--- config.mk ---
export PLATFORM = sky130hd
export DESIGN_NAME = radio_core
export DESIGN_NICKNAME = d
export VERILOG_FILES = /design/src/rtl/radio_pkg.sv /design/src/rtl/cmd_decoder.sv /design/src/rtl/freq_word_calc.sv /design/src/rtl/rx_upstream.sv /design/src/rtl/tx_baseband.sv /design/src/rtl/radio_core.sv
export VERILOG_INCLUDE_DIRS = /design/src /design/src/rtl
export SDC_FILE = /design/constraint.sdc
export NUM_CORES = 2
export LEC_CHECK = 0
export BUFFER_PORTS_ARGS = -buffer_cell sky130_fd_sc_hd__buf_2
export CELL_PAD_IN_SITES_DETAIL_PLACEMENT = 1
export CELL_PAD_IN_SITES_GLOBAL_PLACEMENT = 1
export CORE_AREA = 2 2 326 328
export DETAILED_ROUTE_END_ITERATION = 10
export DIE_AREA = 0 0 328 330
export GPL_TIMING_DRIVEN = 1
export PLACE_DENSITY_LB_ADDON = 0.1
export SYNTH_ARGS = -nofsm -noshare
export SYNTH_HDL_FRONTEND = slang
export SYNTH_HIERARCHICAL = 1
export SYNTH_SLANG_ARGS = --single-unit
--- constraint.sdc ---
create_clock -name clk -period 6.55 [get_ports clk]
set_clock_uncertainty 0.15 [all_clocks]
set_input_delay 0.655 -clock clk [delete_from_list [all_inputs] [get_ports clk]]
set_output_delay 0.655 -clock clk [all_outputs]
set_load 0.02 [all_outputs]
--- src/rtl/radio_consts.svh ---
`ifndef RADIO_CONSTS_SVH
`define RADIO_CONSTS_SVH

// --------------------
// Channel count
// --------------------

// Receive channels served by the core
`define RADIO_NR 4

// --------------------
// NCO scaling, 76.8 MHz clock
// --------------------

// 2^57 / clock frequency
`define RADIO_FREQ_M2 32'd1876499845
// Rounding term, 2^24
`define RADIO_FREQ_M3 32'd16777216

// --------------------
// Transmit levels
// --------------------

// Peak CW level, 8x the CORDIC input limit
`define RADIO_CW_MAX 18'h26c00
// VNA carrier amplitude into the CORDIC
`define RADIO_VNA_LEVEL 16'h4d80

// Command addresses
`define RADIO_ADDR_CTRL 6'h00
`define RADIO_ADDR_VNA 6'h09
`define RADIO_ADDR_TX0 6'h01
`define RADIO_ADDR_RX0 6'h02

`endif

--- src/rtl/radio_pkg.sv ---
package radio_pkg;

  // --------------------
  // Command bus
  // --------------------

  // One addressed command word
  typedef struct packed {
    logic [5:0]  addr;
    logic [31:0] data;
  } cmd_req_t;

  // Control register set
  typedef struct packed {
    logic [4:0] last_chan;
    logic       duplex;
    logic       vna;
  } radio_ctrl_t;

  // Frequency pipeline pacing strobes
  typedef struct packed {
    // Capture phase word and address
    logic latch;
    // Apply captured word to a channel
    logic commit;
  } freq_step_t;

  // --------------------
  // Sample types
  // --------------------

  // Transmit baseband pair
  typedef struct packed {
    logic signed [15:0] i;
    logic signed [15:0] q;
  } iq16_t;

  // Receiver output pair
  typedef struct packed {
    logic [23:0] i;
    logic [23:0] q;
  } rx_sample_t;

endpackage

--- src/rtl/cmd_decoder.sv ---
`timescale 1ns/1ns

`include "radio_consts.svh"

module cmd_decoder import radio_pkg::*; (
  input  logic        clk,
  input  logic        rst_n_i,
  input  cmd_req_t    cmd_req_i,
  input  logic        cmd_rqst_i,
  output logic        cmd_ack_o,
  output radio_ctrl_t ctrl_o,
  output freq_step_t  step_o
);

  // Gray-style walk through the frequency cycles
  typedef enum logic [1:0] {
    CMD_IDLE  = 2'b00,
    CMD_FREQ1 = 2'b01,
    CMD_FREQ2 = 2'b11,
    CMD_FREQ3 = 2'b10
  } cmd_state_t;

  cmd_state_t  state_q;
  cmd_state_t  state_d;
  radio_ctrl_t ctrl_q;
  radio_ctrl_t ctrl_d;
  logic        is_freq;

  // --------------------
  // Address classes
  // --------------------

  // TX0 and RX 0..6 at 0x01-0x08, upper receivers at 0x12-0x16
  always_comb begin
    is_freq = 1'b0;
    if ((cmd_req_i.addr >= 6'h01) && (cmd_req_i.addr <= 6'h08)) begin
      is_freq = 1'b1;
    end
    if ((cmd_req_i.addr >= 6'h12) && (cmd_req_i.addr <= 6'h16)) begin
      is_freq = 1'b1;
    end
  end

  // --------------------
  // Next state and control fields
  // --------------------

  always_comb begin
    state_d = state_q;
    ctrl_d  = ctrl_q;
    case (state_q)
      CMD_IDLE: begin
        // Only accepted while idle
        if (cmd_rqst_i) begin
          if (is_freq) begin
            state_d = CMD_FREQ1;
          end else if (cmd_req_i.addr == `RADIO_ADDR_CTRL) begin
            // Receiver count and duplex, no acknowledge
            ctrl_d.last_chan = cmd_req_i.data[7:3];
            ctrl_d.duplex    = cmd_req_i.data[2];
          end else if (cmd_req_i.addr == `RADIO_ADDR_VNA) begin
            ctrl_d.vna = cmd_req_i.data[23];
          end
        end
      end
      // Wait cycle for the multiplier
      CMD_FREQ1: state_d = CMD_FREQ2;
      // Phase word captured here
      CMD_FREQ2: state_d = CMD_FREQ3;
      // Committed to a channel, then back to idle
      CMD_FREQ3: state_d = CMD_IDLE;
      default:   state_d = CMD_IDLE;
    endcase
  end

  always_ff @(posedge clk or negedge rst_n_i) begin
    if (!rst_n_i) begin
      state_q <= CMD_IDLE;
      ctrl_q  <= '0;
    end else begin
      state_q <= state_d;
      ctrl_q  <= ctrl_d;
    end
  end

  // Strobes decoded from state
  assign step_o.latch  = (state_q == CMD_FREQ2);
  assign step_o.commit = (state_q == CMD_FREQ3);
  // Acknowledge on the commit cycle only
  assign cmd_ack_o     = (state_q == CMD_FREQ3);
  assign ctrl_o        = ctrl_q;

endmodule

--- src/rtl/freq_word_calc.sv ---
`timescale 1ns/1ns

`include "radio_consts.svh"

module freq_word_calc import radio_pkg::*; #(
  parameter int NR = `RADIO_NR
) (
  input  logic                 clk,
  input  logic                 rst_n_i,
  input  cmd_req_t             cmd_req_i,
  input  radio_ctrl_t          ctrl_i,
  input  freq_step_t           step_i,
  output logic [31:0]          tx_phase_o,
  output logic [NR-1:0][31:0]  rx_phase_o
);

  logic [63:0]         freq_prod;
  logic [31:0]         word_q;
  logic [5:0]          addr_q;
  logic                simplex;
  logic [31:0]         tx_phase_q;
  logic [NR-1:0][31:0] rx_phase_q;

  // Command address of receive channel c, c >= 1
  function automatic logic [5:0] chan_addr(input int c);
    logic [5:0] a;
    if (c < 7) begin
      a = 6'(c + 2);
    end else begin
      a = 6'(c + 11);
    end
    return a;
  endfunction

  // --------------------
  // Phase word
  // --------------------

  // Data times 2^57/fclk, rounded; word is bits 56:25
  // Two cycles pass before the latch strobe
  assign freq_prod = 64'(cmd_req_i.data) * 64'(`RADIO_FREQ_M2) + 64'(`RADIO_FREQ_M3);

  always_ff @(posedge clk or negedge rst_n_i) begin
    if (!rst_n_i) begin
      word_q <= '0;
      addr_q <= '0;
    end else if (step_i.latch) begin
      word_q <= freq_prod[56:25];
      addr_q <= cmd_req_i.addr;
    end
  end

  // Single receiver and no duplex ties RX0 to TX0
  assign simplex = !ctrl_i.duplex && (ctrl_i.last_chan == 5'd0);

  // --------------------
  // Channel registers
  // --------------------

  always_ff @(posedge clk or negedge rst_n_i) begin
    if (!rst_n_i) begin
      tx_phase_q <= '0;
      rx_phase_q <= '0;
    end else if (step_i.commit) begin
      // TX0, and RX0 too when simplex
      if (addr_q == `RADIO_ADDR_TX0) begin
        tx_phase_q <= word_q;
        if (simplex) begin
          rx_phase_q[0] <= word_q;
        end
      end
      // RX0 follows the current TX0 when simplex
      if (addr_q == `RADIO_ADDR_RX0) begin
        if (simplex) begin
          rx_phase_q[0] <= tx_phase_q;
        end else begin
          rx_phase_q[0] <= word_q;
        end
      end
      // Remaining receivers
      for (int c = 1; c < NR; c++) begin
        if (addr_q == chan_addr(c)) begin
          rx_phase_q[c] <= word_q;
        end
      end
    end
  end

  assign tx_phase_o = tx_phase_q;
  assign rx_phase_o = rx_phase_q;

endmodule

--- src/rtl/rx_upstream.sv ---
`timescale 1ns/1ns

`include "radio_consts.svh"

module rx_upstream import radio_pkg::*; #(
  parameter int NR = `RADIO_NR
) (
  input  logic                  clk,
  input  logic                  rst_n_i,
  input  radio_ctrl_t           ctrl_i,
  input  rx_sample_t [NR-1:0]   rx_samples_i,
  input  logic                  rx_strobe_i,
  input  logic                  rx_tready_i,
  output logic [23:0]           rx_tdata_o,
  output logic                  rx_tvalid_o,
  output logic                  rx_tlast_o
);

  // Frame states
  typedef enum logic [1:0] {
    UP_WAIT = 2'b00,
    UP_I    = 2'b01,
    UP_Q    = 2'b10
  } up_state_t;

  up_state_t  state_q;
  logic [4:0] chan_q;
  rx_sample_t chan_sample;
  logic       last_chan;

  // --------------------
  // Frame sequencer
  // --------------------

  // Final channel of the frame reached
  assign last_chan = (chan_q >= ctrl_i.last_chan);

  // Ready is looked at only together with the strobe
  always_ff @(posedge clk or negedge rst_n_i) begin
    if (!rst_n_i) begin
      state_q <= UP_WAIT;
      chan_q  <= '0;
    end else begin
      case (state_q)
        UP_WAIT: begin
          chan_q <= '0;
          if (rx_strobe_i && rx_tready_i) begin
            state_q <= UP_I;
          end
        end
        UP_I: state_q <= UP_Q;
        UP_Q: begin
          // Last Q closes the frame
          if (last_chan) begin
            state_q <= UP_WAIT;
          end else begin
            chan_q  <= chan_q + 5'd1;
            state_q <= UP_I;
          end
        end
        default: state_q <= UP_WAIT;
      endcase
    end
  end

  // --------------------
  // Beat data
  // --------------------

  // Sample pair of the current channel
  always_comb begin
    chan_sample = rx_samples_i[0];
    for (int c = 1; c < NR; c++) begin
      if (chan_q == 5'(c)) begin
        chan_sample = rx_samples_i[c];
      end
    end
  end

  assign rx_tvalid_o = (state_q != UP_WAIT);
  assign rx_tdata_o  = (state_q == UP_Q) ? chan_sample.q : chan_sample.i;
  assign rx_tlast_o  = (state_q == UP_Q) && last_chan;

endmodule

--- src/rtl/tx_baseband.sv ---
`timescale 1ns/1ns

`include "radio_consts.svh"

module tx_baseband import radio_pkg::*; (
  input  logic        clk,
  input  logic        rst_n_i,
  input  radio_ctrl_t ctrl_i,
  input  logic        cw_keydown_i,
  input  iq16_t       tx_sample_i,
  input  logic        tx_strobe_i,
  input  logic [31:0] tx_phase_i,
  input  logic [31:0] rx0_phase_i,
  output iq16_t       tx_iq_o,
  output logic [31:0] tx_phase_word_o
);

  // CW envelope states
  typedef enum logic [1:0] {
    CW_IDLE = 2'b00,
    CW_RISE = 2'b01,
    CW_FALL = 2'b11
  } cw_state_t;

  cw_state_t   cw_state_q;
  logic [17:0] cw_level_q;
  logic        cw_active;
  iq16_t       host_q;
  iq16_t       host_sel;
  iq16_t       iq_d;

  // --------------------
  // CW envelope
  // --------------------

  // Linear ramp, one step per clock
  always_ff @(posedge clk or negedge rst_n_i) begin
    if (!rst_n_i) begin
      cw_state_q <= CW_IDLE;
      cw_level_q <= '0;
    end else begin
      case (cw_state_q)
        CW_IDLE: begin
          cw_level_q <= '0;
          if (cw_keydown_i) begin
            cw_state_q <= CW_RISE;
          end
        end
        CW_RISE: begin
          // Hold at peak while key stays down
          if (cw_level_q != `RADIO_CW_MAX) begin
            cw_level_q <= cw_level_q + 18'd1;
          end
          if (!cw_keydown_i) begin
            cw_state_q <= CW_FALL;
          end
        end
        CW_FALL: begin
          // Key ignored until the ramp reaches zero
          if (cw_level_q == 18'd0) begin
            cw_state_q <= CW_IDLE;
          end else begin
            cw_level_q <= cw_level_q - 18'd1;
          end
        end
        default: cw_state_q <= CW_IDLE;
      endcase
    end
  end

  assign cw_active = (cw_state_q != CW_IDLE);

  // --------------------
  // Host sample and output select
  // --------------------

  always_ff @(posedge clk or negedge rst_n_i) begin
    if (!rst_n_i) begin
      host_q <= '0;
    end else if (tx_strobe_i) begin
      host_q <= tx_sample_i;
    end
  end

  // New sample bypasses the hold register
  assign host_sel = tx_strobe_i ? tx_sample_i : host_q;

  always_comb begin
    iq_d = host_sel;
    if (ctrl_i.vna) begin
      iq_d.i = `RADIO_VNA_LEVEL;
      iq_d.q = '0;
    end else if (cw_active) begin
      // Level / 8 keeps I inside the CORDIC range
      iq_d.i = {1'b0, cw_level_q[17:3]};
      iq_d.q = '0;
    end
  end

  always_ff @(posedge clk or negedge rst_n_i) begin
    if (!rst_n_i) begin
      tx_iq_o         <= '0;
      tx_phase_word_o <= '0;
    end else begin
      tx_iq_o <= iq_d;
      // VNA transmits on the RX0 frequency
      tx_phase_word_o <= ctrl_i.vna ? rx0_phase_i : tx_phase_i;
    end
  end

endmodule

--- src/rtl/radio_core.sv ---
`timescale 1ns/1ns

`include "radio_consts.svh"

module radio_core import radio_pkg::*; (
  input  logic                         clk,
  input  logic                         rst_n_i,
  // Command slave
  input  cmd_req_t                     cmd_req_i,
  input  logic                         cmd_rqst_i,
  output logic                         cmd_ack_o,
  // Transmit
  input  logic                         cw_keydown_i,
  input  iq16_t                        tx_sample_i,
  input  logic                         tx_strobe_i,
  output iq16_t                        tx_iq_o,
  output logic [31:0]                  tx_phase_word_o,
  // Receive
  input  rx_sample_t [`RADIO_NR-1:0]   rx_samples_i,
  input  logic                         rx_strobe_i,
  input  logic                         rx_tready_i,
  output logic [23:0]                  rx_tdata_o,
  output logic                         rx_tvalid_o,
  output logic                         rx_tlast_o,
  output logic [`RADIO_NR-1:0][31:0]   rx_phase_o
);

  radio_ctrl_t               ctrl;
  freq_step_t                step;
  logic [31:0]               tx_phase;
  logic [`RADIO_NR-1:0][31:0] rx_phase;

  // --------------------
  // Command and frequency
  // --------------------

  cmd_decoder u_cmd_decoder (
    .clk        (clk),
    .rst_n_i    (rst_n_i),
    .cmd_req_i  (cmd_req_i),
    .cmd_rqst_i (cmd_rqst_i),
    .cmd_ack_o  (cmd_ack_o),
    .ctrl_o     (ctrl),
    .step_o     (step)
  );

  freq_word_calc #(.NR(`RADIO_NR)) u_freq_word_calc (
    .clk        (clk),
    .rst_n_i    (rst_n_i),
    .cmd_req_i  (cmd_req_i),
    .ctrl_i     (ctrl),
    .step_i     (step),
    .tx_phase_o (tx_phase),
    .rx_phase_o (rx_phase)
  );

  // --------------------
  // Datapaths
  // --------------------

  rx_upstream #(.NR(`RADIO_NR)) u_rx_upstream (
    .clk          (clk),
    .rst_n_i      (rst_n_i),
    .ctrl_i       (ctrl),
    .rx_samples_i (rx_samples_i),
    .rx_strobe_i  (rx_strobe_i),
    .rx_tready_i  (rx_tready_i),
    .rx_tdata_o   (rx_tdata_o),
    .rx_tvalid_o  (rx_tvalid_o),
    .rx_tlast_o   (rx_tlast_o)
  );

  tx_baseband u_tx_baseband (
    .clk             (clk),
    .rst_n_i         (rst_n_i),
    .ctrl_i          (ctrl),
    .cw_keydown_i    (cw_keydown_i),
    .tx_sample_i     (tx_sample_i),
    .tx_strobe_i     (tx_strobe_i),
    .tx_phase_i      (tx_phase),
    .rx0_phase_i     (rx_phase[0]),
    .tx_iq_o         (tx_iq_o),
    .tx_phase_word_o (tx_phase_word_o)
  );

  // Receiver NCO words leave the core
  assign rx_phase_o = rx_phase;

endmodule

# Yosys cells after proc, flatten, opt, wreduce, memory -nomap -nowiden
# Index checks and enable logic that the tools add are counted.
classes:
  n_mux: 32
  div: 0
  n_shift: 0
  n_bitwise: 2
  magnitude_cmp: 5
  eq_ne: 26
  addsub: 4
  multipliers: 1
  n_reduce_logical: 29
op_table:
  columns: ["cell", "n"]
  rows:
  - ["$mux 32", 8]
  - ["$mux 48", 3]
  - ["$add 57x25->57 const B", 1]
  - ["$mul 32x31->57 const B", 1]
  - ["$pmux 18 s3", 1]
  - ["$mux 18", 2]
  - ["$mux 24", 1]
  - ["$add 18x1->18 const B", 1]
  - ["$eq 6x6->1", 3]
  - ["$logic_not 18->1", 1]
  - ["$mux 6", 3]
  - ["$ne 18x18->1 const B", 1]
  - ["$sub 18x1->18 const B", 1]
  - ["$mux 2", 6]
  - ["$pmux 2 s3", 2]
  - ["$reduce_and 2->1", 6]
  - ["$eq 5x2->1 const B", 2]
  - ["$ne 2x2->1 const B", 5]
  - ["$pmux 5 s2", 1]
  - ["$reduce_bool 2->1", 5]
  - ["$reduce_and 3->1", 3]
  - ["$eq 2x2->1 const B", 4]
  - ["$ne 2x1->1 const B", 4]
  - ["$pmux 2 s4", 1]
  - ["other kinds (22)", 33]
totals:
  ram_bits: 0
  out_inout_bits: 219
  rom_bits: 0
  word_cells: 119
  latchBits: 0
  mem_count: 0
  register_bits: 330
  input_bits: 269

# Logic depth before layout (Yosys ltp)
depth:
  depth_word: 7
  mapped_depth: 26
  ltp_nobuf: 26

# By module
# The synthesis kept the hierarchy.
modules_own_cells:
  columns: ["module", "n_inst", "cells_per_inst", "seq_area_each_um2", "area_each_um2"]
  rows:
  - ["freq_word_calc", 1, 2046, 4954.8, 23259.8]
  - ["tx_baseband", 1, 480, 2902.8, 5345.1]
  - ["rx_upstream", 1, 226, 175.2, 2045.7]
  - ["cmd_decoder", 1, 34, 225.2, 480.5]

# Least setup slack after synthesis
# Ideal clock, no wire load.
synth_path:
  path_type: "input-to-reg"
  startpoint: "input port cmd_req_i[11] (netlist bit)"
  endpoint: "register u_freq_word_calc.word_q[25]"
  slack_ns: -0.500
  required_ns: 6.275
  t_arrival_ns: 6.776
  n_path_buf: 0
  setup_time_ns: 0.125
  path_stages: 23
  path_cell_list: "fa_1 > fa_1 > inv_1 > fa_1 > fa_1 > inv_1 > fa_1 > inv_1 > fa_1 > inv_1 > fa_1 > inv_1 > fa_1 > inv_1 > ha_1 > nand4_1 > a2111o_1 > a211oi_2 > nor4_4 > nor2_2 > a41oi_2 > xnor2_1 > mux2_2"
synth_via:
  elab_chain_cells: 2
synth_rtl:
  columns: ["element", "line", "source"]
  rows:
  - ["start, declared", "radio_core.sv:9", "input cmd_req_t cmd_req_i,"]
  - ["$mul 32x31->57", "freq_word_calc.sv:41", "assign freq_prod = 64'(cmd_req_i.data) * 64'(`RADIO_FREQ_M2) + 64'(`RADIO_FREQ_M3);"]
  - ["$add 57x25->57", "freq_word_calc.sv:41", null]
  - ["end signal, assigned", "freq_word_calc.sv:48", "word_q <= freq_prod[56:25];"]
  - ["end, declared", "freq_word_calc.sv:18", "logic [31:0] word_q;"]
# No other way between the ends.
# A chain may end at the register's enable or synchronous reset.

# Final worst setup path
layout_path:
  startpoint: "input port cmd_req_i[12] (netlist bit)"
  endpoint: "register u_freq_word_calc.word_q[28]"
# The elaborated chain is that of the path after synthesis.

==> run summary <==
Cells after Synth: 2786
Yosys top cell by area: dfrtp_1
ys async rst share: 1.00
setup violators final: 18
Worst Setup Slack, final: -0.197 ns
Net Count, Synth: 3771
#FFs+latches synth: 330
register area: 8260 um2
Post-synth EDFFs: 0
Hold/Removal Path Class: in -> reg
post-synth top area share: 0.265
violated checks: setup timing
CTS Buffer Depth: 3
unrepaired setup endpoints after global routing: true
nets@finish: 4577
Inserted Clock Buffers: 36
final core utilization: 0.381
crit path time final: 6.75 ns
WL/cell: 22.1 um
Std-Cell Core Area: 105000 um2
hpwl dp: 94500 um
cell with the most instances after synthesis: inv_1
clk_lat worst skew: 0.54 ns
clk root buf: clkbuf_16
placed instance area: 37800 um2
first-pass GRT wire length: 168000 um
slowest CP cell: fa_2
Synth top cells by count: inv_1, fa_1, dfrtp_1
final WL: 111000 um
hold slack: 0.214 ns
Tcrit/Tclk final: 1.03
Setup crit start kind: input port
first drt pass iteration count: 8
grt total ovfl: 0
ANT nets after route: 0
Die Y: 330 um
largest net degree at the start of global routing: 171
Avg Cell Area, Syn: 11.2 um2
final hold vios: 0
CTS tree: built
FILL cells: 11700
hold path start: tx_sample_i[7]
CP required: 6.81 ns
final slew viol count: 0
fin cells: 5013
I/O pin cnt: 488
worst-margin pin slew: 1.18 ns
Port Buffers: 487
DIE WIDTH: 328 um
Mapped Area: 31100 um2
worst hold endpoint: u_tx_baseband/host_q[7]
maximum clock frequency: 0.148 GHz
Area Overhead vs Synth: 28.2%
Die ar.: 108000 um2
crit-path most repeated cell: fa_1
GRT Total Usage: 0.205
routed vias: 23300
area of the multi-input gates: 21100 um2
Reg-to-Reg End: u_tx_baseband/cw_level_q[13]
antenna violations before repair: 3
Synth cell types: 95
DR iter-0 viols: 689
Crit Reg-Reg Startpoint: u_tx_baseband/cw_level_q[8]
Vias per Instance: 4.64
Post-synth top flop: dfrtp_1
residual DRC count: 0
Max-Cap Viols: 0
layout cell share with drive strength beyond 1: 0.365
crit-path max cell delay: 0.59 ns
vias in the first global route: 27000
GPL Wtd Cong: 0.944
Clk pin slew, worst setup/hold paths: 0.07 ns
largest cells by area after synthesis: dfrtp_1, fa_1, ha_1
CP Max Fanout: 5
max_slew headroom: 0.209
reg2reg path depth: 6
starting density of the core: 0.297
Syn. warnings: 6
Finished Cell Area: 39900 um2
critical path class: in -> reg
Critical Path End Type: register
Placed Instances: 4920
WHS Path Cells: 2
sequential area share after synthesis: 0.265
status: finished, violations left
Worst Setup SP: cmd_req_i[12]
Arr. time, crit path: 7.01 ns
Reg2Reg Setup Slack: 3.24 ns
Rows: 119
H-tree depth: 2
total clock sinks: 330
cell type report:
type	instances	area share
inverters	561	0.0529
well taps	1391	0.0436
multi-input cells	1803	0.529
diodes	2	0.000125
flip-flops and latches	330	0.207
clock inverters	18	0.00655
clock buffers	48	0.0257
repair buffers	860	0.136
critical path: cells and delay by family:
kind | cells | cell delay [ns]
AOI/OAI and AO/OA | 3 | 0.82
and+or+nand+nor | 3 | 0.38
xor gates and xnor gates | 1 | 0.13
muxes | 1 | 0.26
buffers and inverters | 10 | 0.89
adders and majority gates | 9 | 3.87
cell usage in the layout, fill, tap and decap left out, types with 7 or more instances in the layout:
cell	count
o221ai_1	27
ha_1	299
ha_4	23
inv_2	28
and3_1	9
fa_2	37
nor3_1	26
buf_2	472
nand2_1	110
nand4_1	12
dfrtp_1	329
nor2_1	55
o22a_1	24
mux2_4	14
mux2_2	209
buf_6	22
nand3_1	30
xor2_1	9
a21oi_1	58
mux2i_1	135
o21ai_0	66
and2_1	8
clkbuf_16	37
nor2b_1	25
fa_1	354
a21oi_2	10
buf_4	359
o211ai_1	10
a21o_1	25
xnor2_1	29
mux2_1	7
inv_1	532
nor4_1	10
routing by layer:
layer / global-route usage / vias up / wire [um]
li1: - / 10800 / -
met1: 0.245 / 12000 / 45000
met2: 0.397 / 442 / 60200
met3: 0.0230 / 79 / 3930
met4: 0.0310 / 0 / 1650
met5: 0 / - / 0
worst max path at each step:
stage                             endpoint  slack [ns]  cells after the start
6_report       u_freq_word_calc/word_q[28]       -0.20                     27
5_1_grt        u_freq_word_calc/word_q[28]       -0.42                     24
4_1_cts        u_freq_word_calc/word_q[26]       -0.23                     24
3_5_place_dp   u_freq_word_calc/word_q[26]       -0.96                     22
3_3_place_gp   u_freq_word_calc/word_q[28]       -0.84                     24
2_1_floorplan  u_freq_word_calc/word_q[19]       -0.15                     23
timing repair:
action | CTS | global route
setup buffers | 19 | 6
pin swaps | 42 | 30
endpoints found under the hold margin | 74 | 0
setup endpoints to repair | 27 | 31
gates resized for setup | 86 | 82
hold buffers | 1 | 0
state kept, by name (all words and copies together) (netlist names):
| name | flops |
|---|---|
| u_tx_baseband/cw_state_q | 2 |
| u_freq_word_calc/word_q | 32 |
| u_freq_word_calc/tx_phase_o | 32 |
| u_tx_baseband/tx_phase_word_o | 32 |
| u_tx_baseband/cw_level_q | 18 |
| u_cmd_decoder/ctrl_o | 7 |
| u_rx_upstream/state_q | 2 |
| u_tx_baseband/host_q | 32 |
| u_cmd_decoder/state_q | 2 |
| u_freq_word_calc/rx_phase_o | 128 |
| u_tx_baseband/tx_iq_o | 32 |
| u_freq_word_calc/addr_q | 6 |
| u_rx_upstream/chan_q | 5 |
per-stage QoR:
step           setup TNS [ns]  setup WS (ns)
3_3_place_gp           -19.46         -0.837
6_report                -2.25         -0.197
5_1_grt                 -6.53         -0.416
2_1_floorplan          -0.916         -0.154
3_5_place_dp           -22.85         -0.958
4_1_cts                 -2.56         -0.228
cell families (layout without fill, tap and decap cells):
| logic type | count (synthesis) | in the layout | share of synthesized area |
|---|---|---|---|
| flip-flops | 330 | 330 | 0.265 |
| other | 0 | 2 | 0 |
| adder cells (fa/ha/maj) | 717 | 717 | 0.382 |
| AO/OA/AOI/OAI | 321 | 321 | 0.0715 |
| AND/OR/NAND/NOR | 357 | 357 | 0.0600 |
| multiplexers | 365 | 365 | 0.127 |
| XOR/XNOR | 43 | 43 | 0.0121 |
| buffers and inverters | 653 | 1487 | 0.0813 |
Power is left out: the tool's default activity adds up to more than one toggle a clock period on the data nets, which glitch-free logic cannot reach.
